**src/verilog/core_macros.svh**
```systemverilog
`ifndef CORE_MACROS_SVH
`define CORE_MACROS_SVH

// datapath and register file geometry
`define DATA_W 32
`define REG_CNT 32
`define REG_AW 5

// exception causes, MIPS Cause.ExcCode values
`define EXC_OV 5'd12
`define EXC_RI 5'd10

`endif

```
**src/verilog/corePkg.sv**
```systemverilog
`include "core_macros.svh"

package corePkg;

	// operation carried from decode to execute
	typedef enum logic [3:0] {
		opAdd,  // ADD, ADDI
		opAddu,
		opSub,
		opAnd,
		opOr,   // OR, ORI
		opXor,
		opSlt,
		opSll,
		opLui,
		opNone  // reserved encodings
	} aluOp_t;

	typedef enum logic [4:0] {
		excNone = 5'd0,
		excOv = `EXC_OV,
		excRi = `EXC_RI
	} excCode_t;

endpackage

```
**src/verilog/stageBus.sv**
```systemverilog
`timescale 1ns/1ps
`include "core_macros.svh"

// decode -> execute bundle
interface decodeBus;
	import corePkg::*;

	logic valid;
	aluOp_t op;
	logic [`REG_AW-1:0] dest;
	logic [`REG_AW-1:0] srcA;
	logic [`REG_AW-1:0] srcB;
	logic [`DATA_W-1:0] opA;
	logic [`DATA_W-1:0] opB;
	logic trapsOv; // ADD, SUB, ADDI
	logic ri;
	logic [`DATA_W-1:0] pc;

	modport src (output valid, op, dest, srcA, srcB, opA, opB, trapsOv, ri, pc);
	modport dst (input valid, op, dest, srcA, srcB, opA, opB, trapsOv, ri, pc);
endinterface

// execute -> result bundle
interface resultBus;
	import corePkg::*;

	logic valid;
	logic [`REG_AW-1:0] dest;
	logic [`DATA_W-1:0] value;
	excCode_t exc;
	logic [`DATA_W-1:0] pc;

	modport src (output valid, dest, value, exc, pc);
	modport dst (input valid, dest, value, exc, pc);
endinterface

```
**src/verilog/decodeStage.sv**
```systemverilog
`timescale 1ns/1ps
`include "core_macros.svh"

module decodeStage (
	input logic clk,
	input logic rst,
	input logic instrValid,
	input logic [`DATA_W-1:0] instr,
	input logic [`DATA_W-1:0] pc,
	input logic squash,
	input logic wrEn,
	input logic [`REG_AW-1:0] wrAddr,
	input logic [`DATA_W-1:0] wrData,
	decodeBus.src dBus
);
	import corePkg::*;

	logic [`DATA_W-1:0] regs [`REG_CNT];
	logic [5:0] opcode;
	logic [5:0] funct;
	logic [`REG_AW-1:0] rs;
	logic [`REG_AW-1:0] rt;
	logic [`REG_AW-1:0] rd;
	logic [4:0] shamt;
	logic [15:0] imm;
	aluOp_t op;
	logic ri;
	logic trapsOv;
	logic isImm;
	logic isShift;
	logic signExt;
	logic [`DATA_W-1:0] immExt;
	logic [`DATA_W-1:0] rsVal;
	logic [`DATA_W-1:0] rtVal;
	logic [`DATA_W-1:0] opA;
	logic [`DATA_W-1:0] opB;
	logic [`REG_AW-1:0] srcA;
	logic [`REG_AW-1:0] srcB;
	logic [`REG_AW-1:0] dest;
	logic squashDly;

	// r0 reads zero, same-cycle write is passed through
	function automatic logic [`DATA_W-1:0] readReg(input logic [`REG_AW-1:0] addr);
		if (addr == '0)
			return '0;
		if (wrEn && wrAddr == addr)
			return wrData;
		return regs[addr];
	endfunction

	always_ff @(posedge clk)
		if (wrEn && wrAddr != '0)
			regs[wrAddr] <= wrData;

	assign opcode = instr[31:26];
	assign rs = instr[25:21];
	assign rt = instr[20:16];
	assign rd = instr[15:11];
	assign shamt = instr[10:6];
	assign funct = instr[5:0];
	assign imm = instr[15:0];

	always_comb begin
		op = opNone;
		ri = 1'b0;
		trapsOv = 1'b0;
		isImm = 1'b0;
		isShift = 1'b0;
		signExt = 1'b0;
		case (opcode)
			6'h00: begin
				case (funct)
					6'h20: begin op = opAdd; trapsOv = 1'b1; end
					6'h21: op = opAddu;
					6'h22: begin op = opSub; trapsOv = 1'b1; end
					6'h24: op = opAnd;
					6'h25: op = opOr;
					6'h26: op = opXor;
					6'h2a: op = opSlt;
					6'h00: begin op = opSll; isShift = 1'b1; end
					default: ri = 1'b1;
				endcase
			end
			6'h08: begin op = opAdd; trapsOv = 1'b1; isImm = 1'b1; signExt = 1'b1; end // ADDI
			6'h0d: begin op = opOr; isImm = 1'b1; end // ORI
			6'h0f: begin op = opLui; isImm = 1'b1; end
			default: ri = 1'b1;
		endcase
	end

	assign immExt = {{16{signExt & imm[15]}}, imm};
	always_comb rsVal = readReg(rs);
	always_comb rtVal = readReg(rt);

	always_comb begin
		opA = rsVal;
		srcA = rs;
		opB = rtVal;
		srcB = rt;
		dest = rd;
		if (isShift) begin
			opA = {{(`DATA_W-5){1'b0}}, shamt};
			srcA = '0;
		end else if (isImm) begin
			opB = immExt;
			srcB = '0; // immediate, never bypassed
			dest = rt;
		end
		if (ri)
			dest = '0;
	end

	// an exception also kills whatever enters one edge after the squash
	always_ff @(posedge clk)
		if (!rst)
			squashDly <= 1'b0;
		else
			squashDly <= squash;

	always_ff @(posedge clk)
		if (!rst || squash || squashDly) begin
			dBus.valid <= 1'b0;
			dBus.op <= opNone;
			dBus.dest <= '0;
			dBus.srcA <= '0;
			dBus.srcB <= '0;
			dBus.opA <= '0;
			dBus.opB <= '0;
			dBus.trapsOv <= 1'b0;
			dBus.ri <= 1'b0;
			dBus.pc <= '0;
		end else begin
			dBus.valid <= instrValid;
			dBus.op <= op;
			dBus.dest <= dest;
			dBus.srcA <= srcA;
			dBus.srcB <= srcB;
			dBus.opA <= opA;
			dBus.opB <= opB;
			dBus.trapsOv <= trapsOv;
			dBus.ri <= ri;
			dBus.pc <= pc;
		end

	noZeroWrite: assert property (@(posedge clk) disable iff (!rst) wrEn |-> wrAddr != '0)
		else $error("write to r0 requested");

endmodule

```
**src/verilog/executeStage.sv**
```systemverilog
`timescale 1ns/1ps
`include "core_macros.svh"

module executeStage (
	input logic clk,
	input logic rst,
	decodeBus.dst dBus,
	input logic squash,
	input logic wrEn,
	input logic [`REG_AW-1:0] wrAddr,
	input logic [`DATA_W-1:0] wrData,
	resultBus.src rBus
);
	import corePkg::*;

	logic [`DATA_W-1:0] a;
	logic [`DATA_W-1:0] b;
	logic [`DATA_W-1:0] sum;
	logic [`DATA_W-1:0] diff;
	logic addOv;
	logic subOv;
	logic ovf;
	logic [`DATA_W-1:0] aluOut;
	excCode_t excNext;

	// youngest producer wins
	function automatic logic [`DATA_W-1:0] bypass(
		input logic [`REG_AW-1:0] src,
		input logic [`DATA_W-1:0] fromDec
	);
		if (src != '0 && rBus.valid && rBus.dest == src)
			return rBus.value;
		if (src != '0 && wrEn && wrAddr == src)
			return wrData;
		return fromDec;
	endfunction

	always_comb a = bypass(dBus.srcA, dBus.opA);
	always_comb b = bypass(dBus.srcB, dBus.opB);

	assign sum = a + b;
	assign diff = a - b;
	assign addOv = (a[`DATA_W-1] == b[`DATA_W-1]) && (sum[`DATA_W-1] != a[`DATA_W-1]);
	assign subOv = (a[`DATA_W-1] != b[`DATA_W-1]) && (diff[`DATA_W-1] != a[`DATA_W-1]);
	assign ovf = dBus.trapsOv && ((dBus.op == opSub) ? subOv : addOv);

	always_comb begin
		case (dBus.op)
			opAdd, opAddu: aluOut = sum;
			opSub: aluOut = diff;
			opAnd: aluOut = a & b;
			opOr: aluOut = a | b;
			opXor: aluOut = a ^ b;
			opSlt: aluOut = {{(`DATA_W-1){1'b0}}, $signed(a) < $signed(b)};
			opSll: aluOut = b << a[4:0]; // shamt rides in opA
			opLui: aluOut = {b[15:0], 16'h0000};
			default: aluOut = '0;
		endcase
	end

	always_comb begin
		if (!dBus.valid)
			excNext = excNone;
		else if (dBus.ri)
			excNext = excRi;
		else if (ovf)
			excNext = excOv;
		else
			excNext = excNone;
	end

	always_ff @(posedge clk)
		if (!rst || squash) begin
			rBus.valid <= 1'b0;
			rBus.dest <= '0;
			rBus.value <= '0;
			rBus.exc <= excNone;
			rBus.pc <= '0;
		end else begin
			rBus.valid <= dBus.valid;
			rBus.dest <= dBus.dest;
			rBus.value <= aluOut;
			rBus.exc <= excNext;
			rBus.pc <= dBus.pc;
		end

	// decode must not hand over a reserved encoding with a real op
	riHasNoOp: assert property (@(posedge clk) disable iff (!rst)
		dBus.valid && dBus.ri |-> dBus.op == opNone)
		else $error("reserved instruction decoded with an op");

endmodule

```
**src/verilog/resultStage.sv**
```systemverilog
`timescale 1ns/1ps
`include "core_macros.svh"

module resultStage (
	input logic clk,
	input logic rst,
	resultBus.dst rBus,
	output logic squash,
	output logic wrEn,
	output logic [`REG_AW-1:0] wrAddr,
	output logic [`DATA_W-1:0] wrData,
	output logic retireValid,
	output logic [`REG_AW-1:0] retireReg,
	output logic [`DATA_W-1:0] retireData,
	output logic excValid,
	output corePkg::excCode_t excCode,
	output logic [`DATA_W-1:0] badVAddr
);
	import corePkg::*;

	logic excepting;
	logic retiring;

	assign excepting = rBus.valid && rBus.exc != excNone;
	assign retiring = rBus.valid && rBus.exc == excNone;
	assign squash = excepting; // kills the younger entries in D and E

	always_ff @(posedge clk)
		if (!rst) begin
			retireValid <= 1'b0;
			retireReg <= '0;
			retireData <= '0;
			excValid <= 1'b0;
			excCode <= excNone;
			badVAddr <= '0;
		end else begin
			retireValid <= retiring;
			retireReg <= retiring ? rBus.dest : '0;
			retireData <= retiring ? rBus.value : '0;
			excValid <= excepting;
			excCode <= excepting ? rBus.exc : excNone;
			badVAddr <= excepting ? rBus.pc : '0;
		end

	// writeback straight from the retirement register
	assign wrEn = retireValid && retireReg != '0;
	assign wrAddr = retireReg;
	assign wrData = retireData;

	// the entry right behind an exception must be gone
	squashClears: assert property (@(posedge clk) disable iff (!rst) squash |=> !rBus.valid)
		else $error("entry behind an exception was not squashed");

endmodule

```
**src/verilog/miniCore.sv**
```systemverilog
`timescale 1ns/1ps
`include "core_macros.svh"

module miniCore (
	input logic clk,
	input logic rst,
	input logic instrValid,
	input logic [`DATA_W-1:0] instr,
	input logic [`DATA_W-1:0] pc,
	output logic retireValid,
	output logic [`REG_AW-1:0] retireReg,
	output logic [`DATA_W-1:0] retireData,
	output logic excValid,
	output corePkg::excCode_t excCode,
	output logic [`DATA_W-1:0] badVAddr
);
	logic squash;
	logic wrEn;
	logic [`REG_AW-1:0] wrAddr;
	logic [`DATA_W-1:0] wrData;

	decodeBus dBus ();
	resultBus rBus ();

	decodeStage decodeStage_inst (
		.clk(clk),
		.rst(rst),
		.instrValid(instrValid),
		.instr(instr),
		.pc(pc),
		.squash(squash),
		.wrEn(wrEn),
		.wrAddr(wrAddr),
		.wrData(wrData),
		.dBus(dBus.src)
	);

	executeStage executeStage_inst (
		.clk(clk),
		.rst(rst),
		.dBus(dBus.dst),
		.squash(squash),
		.wrEn(wrEn),
		.wrAddr(wrAddr),
		.wrData(wrData),
		.rBus(rBus.src)
	);

	resultStage resultStage_inst (
		.clk(clk),
		.rst(rst),
		.rBus(rBus.dst),
		.squash(squash),
		.wrEn(wrEn),
		.wrAddr(wrAddr),
		.wrData(wrData),
		.retireValid(retireValid),
		.retireReg(retireReg),
		.retireData(retireData),
		.excValid(excValid),
		.excCode(excCode),
		.badVAddr(badVAddr)
	);

endmodule

```
**config.mk**
```make
export PLATFORM = sky130hd
export DESIGN_NAME = miniCore
export DESIGN_NICKNAME = d
export VERILOG_FILES = /design/src/verilog/corePkg.sv /design/src/verilog/stageBus.sv /design/src/verilog/decodeStage.sv /design/src/verilog/executeStage.sv /design/src/verilog/resultStage.sv /design/src/verilog/miniCore.sv
export VERILOG_INCLUDE_DIRS = /design/src /design/src/verilog
export SDC_FILE = /design/constraint.sdc
export NUM_CORES = 2
export LEC_CHECK = 0
export BUFFER_PORTS_ARGS = -buffer_cell sky130_fd_sc_hd__buf_4
export CORE_ASPECT_RATIO = 1.75
export CORE_MARGIN = 10
export CORE_UTILIZATION = 40
export CTS_BUF_LIST = sky130_fd_sc_hd__clkbuf_16
export DETAILED_ROUTE_END_ITERATION = 10
export GPL_TIMING_DRIVEN = 0
export PLACE_DENSITY = 0.64
export SLEW_MARGIN = 40
export SYNTH_ARGS = -nofsm -noshare
export SYNTH_HDL_FRONTEND = slang
export SYNTH_SLANG_ARGS = --single-unit
```
**constraint.sdc**
```tcl
create_clock -name clk -period 9 [get_ports clk]
set_input_delay 1.35 -clock clk [delete_from_list [all_inputs] [get_ports clk]]
set_output_delay 1.35 -clock clk [all_outputs]
set_load 0.005 [all_outputs]
```
==> impl_metrics.yaml <==
drt:
  detailroute.via_count: 41890
  route.detailed.wl_per_inst_um: 37.86
  drc_violations: 0
  detail_route.first_pass.iterations: 7
  postRouteAntennaNets: 0
  detail_route.wirelength_um: 245900
  route.detailed.vias_per_inst: 6.451
  drt-initial-drc-count: 5243
synth:
  ys_seq_elements: 1289
  netlist-cell-type-count: 81
  combinational_family_with_the_most_area_after_synthesis: "multiplexers"
  synth.area.mux_share_pct: 26.31
  synth_compound_gate_area_share_pct: 5.875
  post_synth_and_or_nand_nor_area_fraction_pct: 5.200
  synth_cells: 3914
  synth_area_mm2: 0.06266
  ys.flop_type: "sky130_fd_sc_hd__edfxtp_1"
  postSynthAreaPerCell_um2: 16.01
  synth_edf_count: 1024
  yosys_warnings: 0
  synth_fa_ha_area_share_pct: 2.021
  synth-seq-area-share_pct: 57.54
  postSynth.asyncResetShare_pct: 0
  post_synth_xor_area_fraction_pct: 0.6570
clocking:
  clk_root_buffer_cell: "sky130_fd_sc_hd__clkbuf_16"
  post_cts_setup_inserts: 0
  cts-buffers-inserted: 109
  cts.repair.resized: 0
  tritoncts_clock_tree: "done"
  cts_sinks: 1289
  clockBufferDepth: 3
  clock_latency_ns: 0.76
  clk_transition_reported_paths_ns: 0.07
  htreeDepth: 3
  post_cts_hold_buffer_count: 0
placement:
  gp_routability_congestion: 1.050
  portBuffers: 129
  placedCellCount: 6286
  detailed_place.area_mm2: 0.06916
  dp_hpwl_um: 187800
worst_setup_path:
  worst_path_dominant_cell_family: "compound AO/OA/AOI/OAI gates"
  critical_path.max_stage_delay_ns: 0.84
  cp.buffers_inverters: 3
  path_class: "flop to flop"
  critPathRequiredTime_ns: 9.59
  critPathArrivalTime_ns: 8.35
  worstSetupStartpointType: "flop"
  cp-end-kind: "flop"
  crit_path_top_delay_cell: "sky130_fd_sc_hd__a2111oi_1"
  timing.critical_path.fanout_max: 10
  timing.critical_path.cells: "buf_2 -> or3_4 -> o31a_1 -> nor4b_4 -> mux2i_1 -> o21ai_1 -> buf_2 -> buf_1 -> ha_1 -> a21o_1 -> a21oi_1 -> o21ai_0 -> a41o_1 -> a211o_1 -> a31oi_1 -> a21oi_1 -> xnor2_1 -> nor2_1 -> a2111oi_1 -> a31oi_1"
sta:
  post_route_hold_slack_ns: 0.4163
  skew_ns: 0.04704
  tightest_slew_ns: 0.9655
  post_route_minimum_period_ns: 7.765
  rsz0062_at_grt: "no"
  finalMaxSlewViolations: 0
  fmax_mhz: 128.8
  final.period_utilization_pct: 86.28
  hold_violations: 0
  slew_headroom_pct: 35.47
  setup_viol_count_final: 0
cells_and_area:
  most-common-layout-cells: "sky130_fd_sc_hd__edfxtp_1 (1024), sky130_fd_sc_hd__mux4_2 (640), sky130_fd_sc_hd__dfxtp_1 (233)"
  final_core_utilization_pct: 46.65
  final_cell_count_no_fill: 6494
  drive_above_1_share_pct: 31.93
  post_layout_inst_area_mm2: 0.07284
  layout.filler_cells: 13390
  syn2layout_area_growth_pct: 16.25
  leading_cell_type_in_the_layout_fill_and_taps_excluded: "sky130_fd_sc_hd__edfxtp_1"
  layout.nets: 4527
global_route:
  grt_max_degree: 38
  gr-usage-all-layers_pct: 28.04
  via_count_of_the_first_global_routing_pass: 43610
  grt_first_pass_wirelength_um: 337700
  initial_antenna_violation_count: 10
  overflow: 0
min_path:
  worstHoldPathType: "flop to flop"
flow_run:
  drv_cap: 0
pwr:
  power_switching_share_pct: 24.16
  worst_ir_drop_vdd_mv: 0.1600
  cell_internal_pwr_mw: 9.310
  seq_power_share_pct: 52.0
  net-switching-power_mw: 2.966
  clockPowerShare_pct: 40.1
  leakage_nw: 24.38
  pwr_density_cell_mw_per_mm2: 168.5
  comb_power_share_pct: 7.9
  power.total_mw: 12.28
run_status:
  status: "finished, final reports clean"
floorplan:
  fp.dieArea_mm2: 0.1735
  floorplan.initialDensity_pct: 40.13
  vertical_extent_of_the_die_um: 543.6
  die_w_um: 319.2
  core_area_mm2: 0.1562
  top_level_ports: 143
  placementRows: 192
## registers in the layout (all words and copies together) (netlist names), 4 cells and up
| signal | count |
|---|---|
| decodeStage_inst.dBus.opA | 32 |
| decodeStage_inst.dBus.srcA | 5 |
| decodeStage_inst.dBus.pc | 32 |
| decodeStage_inst.dBus.opB | 32 |
| resultStage_inst.badVAddr | 32 |
| decodeStage_inst.dBus.srcB | 5 |
| decodeStage_inst.dBus.op | 4 |
| executeStage_inst.rBus.pc | 32 |
| decodeStage_inst.regs | 1024 |
| executeStage_inst.rBus.value | 32 |
| resultStage_inst.retireReg | 5 |
| resultStage_inst.retireData | 32 |
| decodeStage_inst.dBus.dest | 5 |
| executeStage_inst.rBus.dest | 5 |
## cells by family (layout without fill, tap and decap cells)
kind of cell,Yosys count,in the layout
xor gates and xnor gates,47,47
DFF,1289,1289
muxes,845,845
and+or+nand+nor,681,681
AOI/OAI and AO/OA,562,562
adders and majority gates,100,100
other,1,37
buffers and inverters,389,896
## final timing paths
kind	end	cells past startpoint	start	slack, ns
max	executeStage_inst.rBus.value[29]	20	resultStage_inst.retireReg[4]	1.24
min	executeStage_inst.rBus.exc[2]	1	decodeStage_inst.dBus.ri	0.42
min reg2reg	executeStage_inst.rBus.exc[2]	1	decodeStage_inst.dBus.ri	0.42
max reg2reg	executeStage_inst.rBus.value[29]	20	resultStage_inst.retireReg[4]	1.24
## power groups by stage
stage	clock network [mW]	logic (mW)	registers [mW]
after detailed placement	0	0.944	6.52
after floorplan	0	0.539	6.51
after global routing	5.18	1.00	6.38
after global placement	0	0.908	6.51
final	4.92	0.971	6.38
after CTS	4.96	0.947	6.38
## per-stage QoR
stage               setup WS [ns]  setup TNS (ns)
finish                      1.235               0
global route                1.102               0
CTS                         1.463               0
detailed placement          1.535               0
global placement         -0.01926         -0.3326
floorplan                   3.962               0
## synth_stat cells, types with 18 or more instances
library cell / n / area [um^2]
sky130_fd_sc_hd__xnor2_1: 32 / 280.3
sky130_fd_sc_hd__a31oi_1: 29 / 181.4
sky130_fd_sc_hd__nand3_1: 20 / 100.1
sky130_fd_sc_hd__ha_1: 98 / 1226
sky130_fd_sc_hd__dfxtp_1: 265 / 5305
sky130_fd_sc_hd__a211oi_1: 37 / 277.8
sky130_fd_sc_hd__buf_1: 74 / 277.8
sky130_fd_sc_hd__and2_1: 148 / 925.9
sky130_fd_sc_hd__nand2_1: 199 / 747.0
sky130_fd_sc_hd__a21oi_1: 139 / 695.7
sky130_fd_sc_hd__edfxtp_1: 1024 / 30750
sky130_fd_sc_hd__clkbuf_1: 200 / 750.7
sky130_fd_sc_hd__nor2_1: 197 / 739.5
sky130_fd_sc_hd__o21ai_1: 37 / 185.2
sky130_fd_sc_hd__a221oi_1: 26 / 227.7
sky130_fd_sc_hd__o211ai_1: 42 / 315.3
sky130_fd_sc_hd__a21o_1: 41 / 307.8
sky130_fd_sc_hd__mux2i_1: 191 / 1912
sky130_fd_sc_hd__nor3_1: 40 / 200.2
sky130_fd_sc_hd__mux4_2: 640 / 14410
sky130_fd_sc_hd__o21ai_0: 86 / 430.4
sky130_fd_sc_hd__a22oi_1: 18 / 135.1
sky130_fd_sc_hd__inv_1: 91 / 341.6
## layer usage
metal	part of all wire, %	track usage, %	routed length [um]	up-vias
met5	0.017	0	42	-
met4	11	25.24	27690	6
met3	9.0	6.180	22190	1127
met2	51	49.72	125100	2998
met1	29	27.10	70890	21110
li1	-	-	-	16650
## layout make-up
class / instances / area, um^2 / area share [%]
Clock buffer: 110 / 2753 / 3.779
Buffer: 293 / 1346 / 1.848
Timing Repair Buffer: 302 / 3231 / 4.435
Tap cell: 2037 / 2549 / 3.499
Antenna cell: 3 / 7.507 / 0.01031
Multi-Input combinational cell: 2269 / 25590 / 35.14
Inverter: 96 / 360.3 / 0.4947
Sequential cell: 1289 / 36090 / 49.55
Clock inverter: 95 / 904.6 / 1.242
(Power assumes the default switching activity.)
